$ cat src/softmax_pkg.sv
// ~~~~~~~~~~~~~~~~~~~~~~~~~~~~~~~~~~~~~~~~~~~~~~~~~~~~~~~~~~~~~~~~~~~~~
// Shared softmax definitions: Q16.16 format constants, tile and
// buffer-port structs, engine FSM state encoding
// ~~~~~~~~~~~~~~~~~~~~~~~~~~~~~~~~~~~~~~~~~~~~~~~~~~~~~~~~~~~~~~~~~~~~~
`default_nettype none

package softmax_pkg;

    // Internal fixed-point format
    localparam int q_width = 32;
    localparam int q_frac  = 16;

    typedef logic signed [q_width-1:0] q_t;

    localparam q_t ln2_q   = 32'sh0000_B172;  // 0.693147
    localparam q_t log2e_q = 32'sh0001_7154;  // 1.442695
    localparam q_t q_min   = 32'sh8000_0000;  // Most negative value

    // Upper bound on lanes per tile so the structs keep a fixed size
    localparam int max_tile_size = 16;

    // Buffer word address width, enough for 256 tiles
    localparam int buf_aw = 8;

    // Element 0 sits in the most significant chunk
    typedef q_t [0:max_tile_size-1] tile_t;

    // Loader to buffer write port
    typedef struct packed {
        logic              we;
        logic [buf_aw-1:0] addr;
        tile_t             data;
    } buf_wr_t;

    // Loader to engine handoff
    typedef struct packed {
        logic done;  // One-cycle pulse after the last tile write
        q_t   max;   // Max over all active lanes
    } load_info_t;

    typedef enum logic [2:0] {
        st_idle,
        st_sum,   // exp(x - max) and accumulate
        st_ln,    // Latch ln(sum)
        st_out,   // Stream exp(x - max - ln sum)
        st_done
    } engine_state_e;

endpackage

`default_nettype wire

$ cat src/tile_buffer.sv
// ~~~~~~~~~~~~~~~~~~~~~~~~~~~~~~~~~~~~~~~~~~~~~~~~~~~~~~~~~~~~~~~~~~~~~
// Tile buffer, one write and one registered read port
// ~~~~~~~~~~~~~~~~~~~~~~~~~~~~~~~~~~~~~~~~~~~~~~~~~~~~~~~~~~~~~~~~~~~~~
`timescale 1ns/1ps
`default_nettype none

module tile_buffer #(
    parameter int DEPTH = 5
) (
    input  logic                                 clk,
    input  softmax_pkg::buf_wr_t                 wr,
    input  logic [$clog2(DEPTH > 1 ? DEPTH : 2)-1:0] rd_addr,
    output softmax_pkg::tile_t                   rd_data
);
    localparam int AW = $clog2(DEPTH > 1 ? DEPTH : 2);

    softmax_pkg::tile_t mem [DEPTH];

    always_ff @(posedge clk) begin
        if (wr.we)
            mem[wr.addr[AW-1:0]] <= wr.data;
        rd_data <= mem[rd_addr];  // One cycle read latency
    end

    // Upper address bits are dropped above, so they must be clear
    a_wr_addr: assert property (@(posedge clk)
        wr.we |-> wr.addr < DEPTH);

endmodule

`default_nettype wire

$ cat config.mk
export PLATFORM = sky130hd
export DESIGN_NAME = tile_buffer
export DESIGN_NICKNAME = d
export VERILOG_FILES = /design/src/softmax_pkg.sv /design/src/tile_buffer.sv
export SDC_FILE = /design/constraint.sdc
export NUM_CORES = 2
export LEC_CHECK = 0
export ABC_AREA = 1
export BUFFER_PORTS_ARGS = -buffer_cell sky130_fd_sc_hd__buf_2
export CAP_MARGIN = 20
export CORE_MARGIN = 2
export CORE_UTILIZATION = 37
export DETAILED_ROUTE_END_ITERATION = 7
export GPL_TIMING_DRIVEN = 0
export PLACE_DENSITY_LB_ADDON = 0.12
export SETUP_SLACK_MARGIN = 0.05
export SYNTH_ARGS = -nofsm -noshare
export SYNTH_HDL_FRONTEND = slang
export SYNTH_SLANG_ARGS = --single-unit
$ cat constraint.sdc
create_clock -name clk -period 40.7 [get_ports clk]
set_input_delay 6.105 -clock clk [delete_from_list [all_inputs] [get_ports clk]]
set_output_delay 6.105 -clock clk [all_outputs]
set_load 0.01 [all_outputs]
==> metrics.txt <==
run status=completed; max-slew headroom at the worst pin=about 23%; Worst Path Buf+Inv=11; start point of the critical path=wr[512]; Clock Sinks=roughly 3000; number of cell instances on the worst register-to-register path=6; final worst hold slack=a little over 0.4 ns; max-cap violations=0; Final period util=20.5%; starting density of the core=a little under two fifths; RSZ-0062 raised after global routing=no; core box area=roughly 320000 um2; I/O pins=just over 1000; first-pass GRT wire length=510000 um; cell class contributing the biggest share of worst-path delay=buffers and inverters; post-route design area=144000 um2; Worst Hold Path Cells=2; number of distinct library cell variants in the gate-level netlist after synthesis=14; Fmax=between 100 and 150 MHz; CTS tree=built; async set or reset register ratio after synthesis=0%; commonest cells in the netlist=4098 x nand2_1, 2560 x edfxtp_1, 2051 x inv_1, 1024 x nand3_1, 512 x dfxtp_1; post-CTS setup buffer count=0; required time at the worst-slack endpoint=41.29 ns; Yosys top cell by area=edfxtp_1; capture point of the worst reg-to-reg path=rd_data[19]$_DFF_P_; pwr dens=roughly 50 nW/um2; crit path cell chain=buf_2, inv_1, nand2_1, nor3_4, buf_16, buf_16, buf_8, buf_16, buf_16, buf_16, buf_8, buf_8, buf_8; proportion of layout cells with a drive suffix above 1=between 15 and 20%; internal reg-to-reg setup slack=between 30 and 40 ns; shortest clock period the worst path allows after layout=8.34 ns; iteration count of the initial detailed-routing pass=6; number of antenna violations at the first check in global routing=around 220; largest fanout on the critical path=19; worst vdd rail ir drop=around 0.000032 V; Die Y-Extent=roughly 570 um; top cell type's share of synthesized area=between 60% and 70%; layout overhead on the synthesized area=22.6%; most common cell in the synthesized netlist=nand2_1; flip-flop and latch count after synthesis=between 3000 and 4000; reg2reg start=mem[3][19]$_DFFE_PP_; Max Used Layer=met5; total global-route track usage=about 21%; met3 layer wire length in the routed design=approximately 28000 um; Post-CTS Resized=0; stage delay of the slowest cell on the critical path=~0.59 ns; Cell Count, Final, Fillers Out=about 17000; number of instances in the synthesized netlist=between 10000 and 15000; type of the most critical hold path=register to register; final setup violating endpoints=0; synthesized area per cell=approximately 11 um2; Worst Max-Slew Pin Slew=around 1.2 ns; die span in x=between 500 and 600 um; pin count of the biggest net entering global routing=25; count of vias placed by the detailed router=between 70000 and 80000; Area contributors post-synth=edfxtp_1 65%, nand2_1 13%, dfxtp_1 8.7%; number of vias per cell after detailed routing=about 4.6; fill cell count=29200; crit start category=input port; register clock-pin slew on the reported worst setup and hold paths=0.06 ns; last element of the critical path=mem[4][284]$_DFFE_PP_; final weighted congestion in routability-driven placement=between 0.7 and 0.8; Congestion Overflow GR=0; post-route ant nets=0; final clock skew=0.0460 ns; DP Wirelength=around 240000 um; post-DR wirelength/cell=~21 um; capturing element type of the critical path=register; met1 WL=about 150000 um; clk_lat worst skew=about 0.93 ns; nets in the synthesized netlist=roughly 11000; number of rows created at floorplan=just over 200; sequential-to-total area share from yosys stat=about three quarters; ys flop type=edfxtp_1; Post-synth EDFFs=2560; number of slew-limit violations in the final report=0; Final Hold Violating Endpoints=0; net count reported at finish=approximately 13000; Placed Cells incl. Taps=16100; Die Outline Area=~320000 um2; Register Area=between 80000 and 90000 um2; cell repeated most along the worst path=buf_16; Longest Clk Path Bufs=4; total wirelength of the detailed-routed design=~350000 um; combined area of the multi-input logic cells=20600 um2; total number of yosys warnings=0; IO buf count=roughly 1000; total cell area at the placement stage=roughly 130000 um2; Worst path depth=13; post-synthesis instance area=about 120000 um2; aggregate negative setup slack=0 ns; Root Buffer Master=clkbuf_16; type of the setup path with the least slack=input port to register; depth of the CTS H-tree=5; hold_buf cts=0; vias in the first global route=74900; total length of routed met2 wires=161000 um; # DRC=0; number of buffers created by CTS=around 340; reported leakage power=about 65 nW; Iteration-0 DRC Markers=5881; data arrival time of the critical path=about 8.9 ns; cell with the largest stage delay on the worst path=nor3_4
[cells in the final DEF (no fill, tap or decap), types with 13 or more instances in the layout]
cell,instances
clkbuf_16,349
buf_16,97
buf_12,45
clkbuf_8,48
diode_2,100
nand3_1,1024
edfxtp_1,2560
buf_8,37
clkinvlp_4,14
buf_6,45
clkbuf_1,180
nand2_1,4098
buf_2,1294
clkinv_1,32
dfxtp_1,512
bufinv_16,31
clkinv_16,13
inv_1,2051
clkinv_2,73
[through the flow]
step	util (%)	setup WS, ns	power, mW
2_1_floorplan	-	11.71	3.90
3_3_place_gp	40.4	-12.59	4.18
3_5_place_dp	41.7	31.42	4.13
4_1_cts	45.4	32.41	7.33
5_1_grt	45.5	32.24	7.51
6_report	45.5	32.36	7.24
[registers in the layout, summed over array words and instances (netlist names)]
register  count
rd_data     512
mem        2560
[worst min path at each step]
stage / slack, ns / end / from
floorplan: 0.42 / rd_data[510]$_DFF_P_ / mem[4][510]$_DFFE_PP_
global placement: 0.43 / rd_data[35]$_DFF_P_ / mem[4][35]$_DFFE_PP_
detailed placement: 0.42 / rd_data[307]$_DFF_P_ / mem[4][307]$_DFFE_PP_
CTS: 0.40 / rd_data[229]$_DFF_P_ / mem[4][229]$_DFFE_PP_
global route: 0.42 / rd_data[230]$_DFF_P_ / mem[4][230]$_DFFE_PP_
finish: 0.40 / rd_data[229]$_DFF_P_ / mem[4][229]$_DFFE_PP_
[per-layer routing]
layer,global-route usage (%),vias up
met5,0,-
met4,7.52,92
met3,5.32,676
met2,33.9,2276
met1,28.7,36700
li1,-,37000
[cells by family after synthesis]
logic type             after synthesis  synth area share [%]
AND/OR/NAND/NOR                   5128                  17.4
flip-flops                        3072                  74.0
buffers and inverters             2507                  8.59
[where the power goes]
part,internal [mW],total [mW],switching [mW]
Clock,1.88,3.19,1.31
Sequential,3.54,3.57,0.0365
Combinational,0.150,0.481,0.331
Total,5.57,7.24,1.67
[cell type report]
cell class | count | share of cell area (%)
Clock buffer | 456 | 6.66
Clock inverter | 184 | 1.54
Multi-Input combinational cell | 5128 | 14.3
Inverter | 2054 | 5.34
Antenna cell | 100 | 0.173
Sequential cell | 3072 | 60.3
Timing Repair Buffer | 1207 | 6.42
Tap cell | 4180 | 3.62
Buffer | 453 | 1.67
[tightest hold or removal path, delay by kind of cell (launching register included)]
family	cells	cell delay, ns
DFF	1	0.32
and+or+nand+nor	2	0.10
No activity file was read; power rests on OpenSTA's default activity.
