[src/softmax_pkg.sv]
// ~~~~~~~~~~~~~~~~~~~~~~~~~~~~~~~~~~~~~~~~~~~~~~~~~~~~~~~~~~~~~~~~~~~~~
// Shared softmax definitions: Q16.16 format constants, tile and
// buffer-port structs, engine FSM state encoding
// ~~~~~~~~~~~~~~~~~~~~~~~~~~~~~~~~~~~~~~~~~~~~~~~~~~~~~~~~~~~~~~~~~~~~~
`default_nettype none

package softmax_pkg;

    // Internal fixed-point format
    localparam int q_width = 32;
    localparam int q_frac  = 16;

    typedef logic signed [q_width-1:0] q_t;

    localparam q_t ln2_q   = 32'sh0000_B172;  // 0.693147
    localparam q_t log2e_q = 32'sh0001_7154;  // 1.442695
    localparam q_t q_min   = 32'sh8000_0000;  // Most negative value

    // Upper bound on lanes per tile so the structs keep a fixed size
    localparam int max_tile_size = 16;

    // Buffer word address width, enough for 256 tiles
    localparam int buf_aw = 8;

    // Element 0 sits in the most significant chunk
    typedef q_t [0:max_tile_size-1] tile_t;

    // Loader to buffer write port
    typedef struct packed {
        logic              we;
        logic [buf_aw-1:0] addr;
        tile_t             data;
    } buf_wr_t;

    // Loader to engine handoff
    typedef struct packed {
        logic done;  // One-cycle pulse after the last tile write
        q_t   max;   // Max over all active lanes
    } load_info_t;

    typedef enum logic [2:0] {
        st_idle,
        st_sum,   // exp(x - max) and accumulate
        st_ln,    // Latch ln(sum)
        st_out,   // Stream exp(x - max - ln sum)
        st_done
    } engine_state_e;

endpackage

`default_nettype wire

[src/tile_loader.sv]
// ~~~~~~~~~~~~~~~~~~~~~~~~~~~~~~~~~~~~~~~~~~~~~~~~~~~~~~~~~~~~~~~~~~~~~
// Tile loader: input format to Q16.16, buffer writes, running max
// ~~~~~~~~~~~~~~~~~~~~~~~~~~~~~~~~~~~~~~~~~~~~~~~~~~~~~~~~~~~~~~~~~~~~~
`timescale 1ns/1ps
`default_nettype none

module tile_loader #(
    parameter int WIDTH          = 16,
    parameter int FRAC_WIDTH     = 8,
    parameter int TOTAL_ELEMENTS = 36,
    parameter int TILE_SIZE      = 8
) (
    input  logic                       clk,
    input  logic                       rst_n,
    input  logic                       start,
    input  logic                       tile_in_valid,
    input  logic [TILE_SIZE*WIDTH-1:0] tile_in,
    output softmax_pkg::buf_wr_t       wr,
    output softmax_pkg::load_info_t    load_info
);
    localparam int N_TILES    = (TOTAL_ELEMENTS + TILE_SIZE - 1) / TILE_SIZE;
    localparam int LAST_LANES = TOTAL_ELEMENTS - (N_TILES - 1) * TILE_SIZE;
    localparam int CW         = $clog2(N_TILES + 1);

    logic                active;   // Between start and the last tile
    logic [CW-1:0]       tile_cnt;
    logic                last_tile;
    logic                accept;
    logic                done_q;
    softmax_pkg::q_t     max_q;
    softmax_pkg::q_t     tile_max;
    softmax_pkg::tile_t  conv;

    function automatic softmax_pkg::q_t to_q(input logic signed [WIDTH-1:0] v);
        softmax_pkg::q_t ext;
        ext = softmax_pkg::q_t'(v);  // Sign extension
        if (FRAC_WIDTH <= softmax_pkg::q_frac)
            return ext <<< (softmax_pkg::q_frac - FRAC_WIDTH);
        else
            return ext >>> (FRAC_WIDTH - softmax_pkg::q_frac);
    endfunction

    assign accept    = tile_in_valid && active;
    assign last_tile = (tile_cnt == CW'(N_TILES - 1));

    // Convert lanes and fold this tile into the max, skipping padding
    always_comb begin
        conv     = '0;
        tile_max = max_q;
        for (int i = 0; i < TILE_SIZE; i++) begin
            conv[i] = to_q(tile_in[(TILE_SIZE-1-i)*WIDTH +: WIDTH]);
            if ((!last_tile || i < LAST_LANES) && conv[i] > tile_max)
                tile_max = conv[i];
        end
    end

    assign wr.we   = accept;
    assign wr.addr = softmax_pkg::buf_aw'(tile_cnt);
    assign wr.data = conv;

    always_ff @(posedge clk) begin
        if (!rst_n) begin
            active   <= 1'b0;
            tile_cnt <= '0;
            max_q    <= softmax_pkg::q_min;
            done_q   <= 1'b0;
        end else begin
            done_q <= 1'b0;
            if (start) begin
                active   <= 1'b1;
                tile_cnt <= '0;
                max_q    <= softmax_pkg::q_min;
            end else if (accept) begin
                max_q    <= tile_max;
                tile_cnt <= tile_cnt + 1'b1;
                if (last_tile) begin
                    active <= 1'b0;
                    done_q <= 1'b1;  // Max is final from this pulse on
                end
            end
        end
    end

    assign load_info.done = done_q;
    assign load_info.max  = max_q;

    a_wr_in_range: assert property (@(posedge clk) disable iff (!rst_n)
        wr.we |-> wr.addr < N_TILES);

endmodule

`default_nettype wire

[config.mk]
export PLATFORM = sky130hd
export DESIGN_NAME = tile_loader
export DESIGN_NICKNAME = d
export VERILOG_FILES = /design/src/softmax_pkg.sv /design/src/tile_loader.sv
export SDC_FILE = /design/constraint.sdc
export NUM_CORES = 1
export LEC_CHECK = 0
export BUFFER_PORTS_ARGS = -buffer_cell sky130_fd_sc_hd__clkbuf_2
export CORE_AREA = 2 2 271 273
export CTS_BUF_LIST = sky130_fd_sc_hd__clkbuf_16
export DETAILED_ROUTE_END_ITERATION = 7
export DIE_AREA = 0 0 273 275
export SLEW_MARGIN = 40
export SYNTH_ARGS = -nofsm -noshare
export SYNTH_HDL_FRONTEND = slang
export SYNTH_SLANG_ARGS = --single-unit
[constraint.sdc]
create_clock -name clk -period 30.9 [get_ports clk]
set_clock_uncertainty 0.05 [all_clocks]
set_input_delay 6.18 -clock clk [delete_from_list [all_inputs] [get_ports clk]]
set_output_delay 6.18 -clock clk [all_outputs]
set_load 0.05 [all_outputs]
==> impl_metrics.csv <==
group,metric,value,unit
worst_hold_path,hold_class,"flip-flop to flip-flop",
die,die_width,273,um
cells_and_area,diode_count,0,
route,drc_errors,0,
clock_tree,clk_latency,290,ps
cells_and_area,finalNonFillerCells,2973,
logic_synthesis,yosys_warnings,0,
cells_and_area,top_library_cells_by_usage_in_the_layout_fill_and_taps_aside,"clkbuf_2 (360), conb_1 (325), nand2_1 (177)",
sta,final_count_of_pins_violating_max_slew,0,
cells_and_area,most_frequent_standard_cell_in_the_layout_excluding_fill_and_tap_cells,"clkbuf_2",
sta,worst_margin_slew,846,ps
placement,dp.final_hpwl,44900,um
logic_synthesis,synth_cells,1877,
clock_tree,clk_pin_slew_worst_paths,60,ps
logic_synthesis,netlist-cell-type-count,95,
sta,post-route-min-period,28600,ps
logic_synthesis,post_synth_instance_area,13300,um2
die,initial_core_util,0.184,
sta,finalHoldViolCount,0,
clock_tree,cts_root_buffer,"clkbuf_16",
grt,grt_antenna_before_repair,3,
logic_synthesis,postSynthRegisterBits,37,
grt,globalRouteOverflowTotal,0,
sta,totalNegativeSetupSlack,0,ps
worst_setup_path,crit_required,31050,ps
clock_tree,tritoncts.num_buffers,5,
logic_synthesis,ys.flop_type,"dfxtp_1",
logic_synthesis,postSynth.asyncResetShare,0,
grt,grtUsageTotal,0.125,
die,dieHeight,275,um
logic_synthesis,synth-edff-count,0,
worst_setup_path,worstSetupEndpointType,"flip-flop",
sta,finalSetupViolCount,0,
die,die-area,75100,um2
sta,timing.final.crit_share,0.925,
worst_setup_path,cpMostUsedCell,"nand2_1",
grt,first_global_vias,10308,
route,detail_route.first_pass.iterations,7,
worst_setup_path,critPathLaunchType,"primary input",
worst_hold_path,holdPathEnd,"max_q[4]",
route,num_vias,12128,
worst_setup_path,worstSetupPathType,"primary input to flip-flop",
sta,hold-worst-slack,441,ps
route,routed_wire_length_per_instance,17.1,um
grt,global_route.usage.met2,0.220,
worst_setup_path,cp.arrival,28750,ps
worst_setup_path,worstReg2RegEnd,"max_q[31]",
worst_setup_path,worst-r2r-setup-slack,7950,ps
job,maxCapViolations,0,
die,standard_cell_rows,99,
sta,grt_setup_unrepaired,"no",
worst_setup_path,slowest_delay,530,ps
die,ios,686,
placement,replace_congestion,0.897,
cells_and_area,areaGrowthSynthToFinish,3.86,%
logic_synthesis,synth.yosys.seq_area_share,0.0557,
logic_synthesis,syn_avg_cell_area,7.09,um2
worst_setup_path,r2r-start,"max_q[11]",
grt,gr-usage-met3,0.0288,
cells_and_area,postLayoutCoreUtil,0.191,
route,postRouteWirelength,50900,um
clock_tree,clkSinkCount,37,
cells_and_area,drive_above_1_share,0.215,
clock_tree,tritoncts_clock_tree,"yes",
sta,fmax,35.0,MHz
route,remaining_number_of_nets_flagged_by_the_antenna_check_after_routing,0,
grt,first_pass_grt_wire_length,68600,um
route,drt-initial-drc-count,784,
die,floorplan_core_area,72300,um2
clock_tree,htree_num_levels,2,
cells_and_area,nNetsFinal,2315,
placement,post-place-cells,2962,
worst_setup_path,slowest_stage,"a311o_1",
grt,globalRouteMet1Util,0.158,
worst_hold_path,worst_min_path_start,"max_q[4]",
grt,peak_usage_layer_in_the_global_routing_report,"met2",
placement,port_buffers,360,
sta,timing.slew.headroom,0.430,
clock_tree,clock_tree.buffer_depth,2,
worst_setup_path,worstRegToRegCells,111,
grt,grt_start_max_net_pins,35,
clock_tree,hold_fix_buffer_count_after_cts,0,
run_status,run_status,"finished, final reports clean",
worst_setup_path,crit_fanout,34,
route,post_drt_via_cell_ratio,4.08,
worst_hold_path,hold-path-cell-count,2,
[layer usage]
metal,vias up,share of wire
li1,5971,-
met1,5550,0.42
met2,577,0.48
met3,28,0.090
met4,2,0.0090
met5,-,0.00018
[cell usage after synthesis, drive strengths merged (14+ instances only)]
| cell type | n | share of area |
|---|---|---|
| a211oi | 16 | 0.0098 |
| a21o | 29 | 0.016 |
| a21oi | 102 | 0.040 |
| and3 | 15 | 0.0071 |
| buf | 533 | 0.30 |
| clkbuf | 34 | 0.0096 |
| dfxtp | 37 | 0.056 |
| ha | 170 | 0.16 |
| inv | 162 | 0.046 |
| mux2 | 14 | 0.012 |
| mux2i | 35 | 0.027 |
| nand2 | 179 | 0.051 |
| nand2b | 22 | 0.010 |
| nand3 | 33 | 0.012 |
| nand4 | 31 | 0.015 |
| nor2 | 75 | 0.022 |
| nor2b | 24 | 0.011 |
| nor3 | 29 | 0.012 |
| o21ai | 125 | 0.047 |
| o221ai | 24 | 0.016 |
[final cells by class]
cell class,instances,area [um2]
clock buffer,5,125
multi-input combinational,1437,9170
tap,959,1200
sequential,37,741
fill,8241,58500
timing repair buffer,370,1900
clock inverter,3,68.8
inverter,162,608
[per-stage QoR]
step,cell area [um2],setup WS [ps]
2_1_floorplan,14500,4660
3_3_place_gp,13500,1360
3_5_place_dp,13500,1280
4_1_cts,13700,1480
5_1_grt,13800,139
6_report,13800,2300
[registers in the layout, summed over array words and instances, names as in the netlist]
signal    cells
max_q        32
tile_cnt      3
done_q        1
active        1
[worst max path at each step]
stage,start,to,slack (ps),cells after the start
floorplan,tile_in[127],max_q[11],4660,115
global placement,tile_in[127],max_q[31],1360,109
detailed placement,tile_in[127],max_q[31],1280,110
CTS,tile_in[127],max_q[31],1480,110
global route,tile_in[127],max_q[31],140,111
finish,tile_in[127],max_q[31],2300,111
[worst max-delay path, delay by kind of cell]
family          cells  cell delay [ps]
xor+xnor            1               90
simple gates       48             8880
mux                 2              490
compound gates     43             8640
fa+ha+maj           8             2710
buf+inv             9             1720
[logic make-up (layout without fill, tap and decap cells)]
family	after synthesis	after routing	share of synthesized area
buffers and inverters	729	540	0.353
and+or+nand+nor	467	468	0.175
AOI/OAI and AO/OA	402	403	0.202
adders and majority gates	172	172	0.161
muxes	49	49	0.0388
DFF	37	37	0.0557
xor gates and xnor gates	20	20	0.0132
other	1	325	0.000282
[what timing repair did]
action / 4_1_cts / 5_1_grt
hold endpoints to repair: 0 / 0
gates resized for setup: 0 / 9
setup buffers: 0 / 1
setup endpoints to repair: 0 / 32
Power is left out: the tool's default activity adds up to more than one toggle a clock period on the data nets, which glitch-free logic cannot reach.
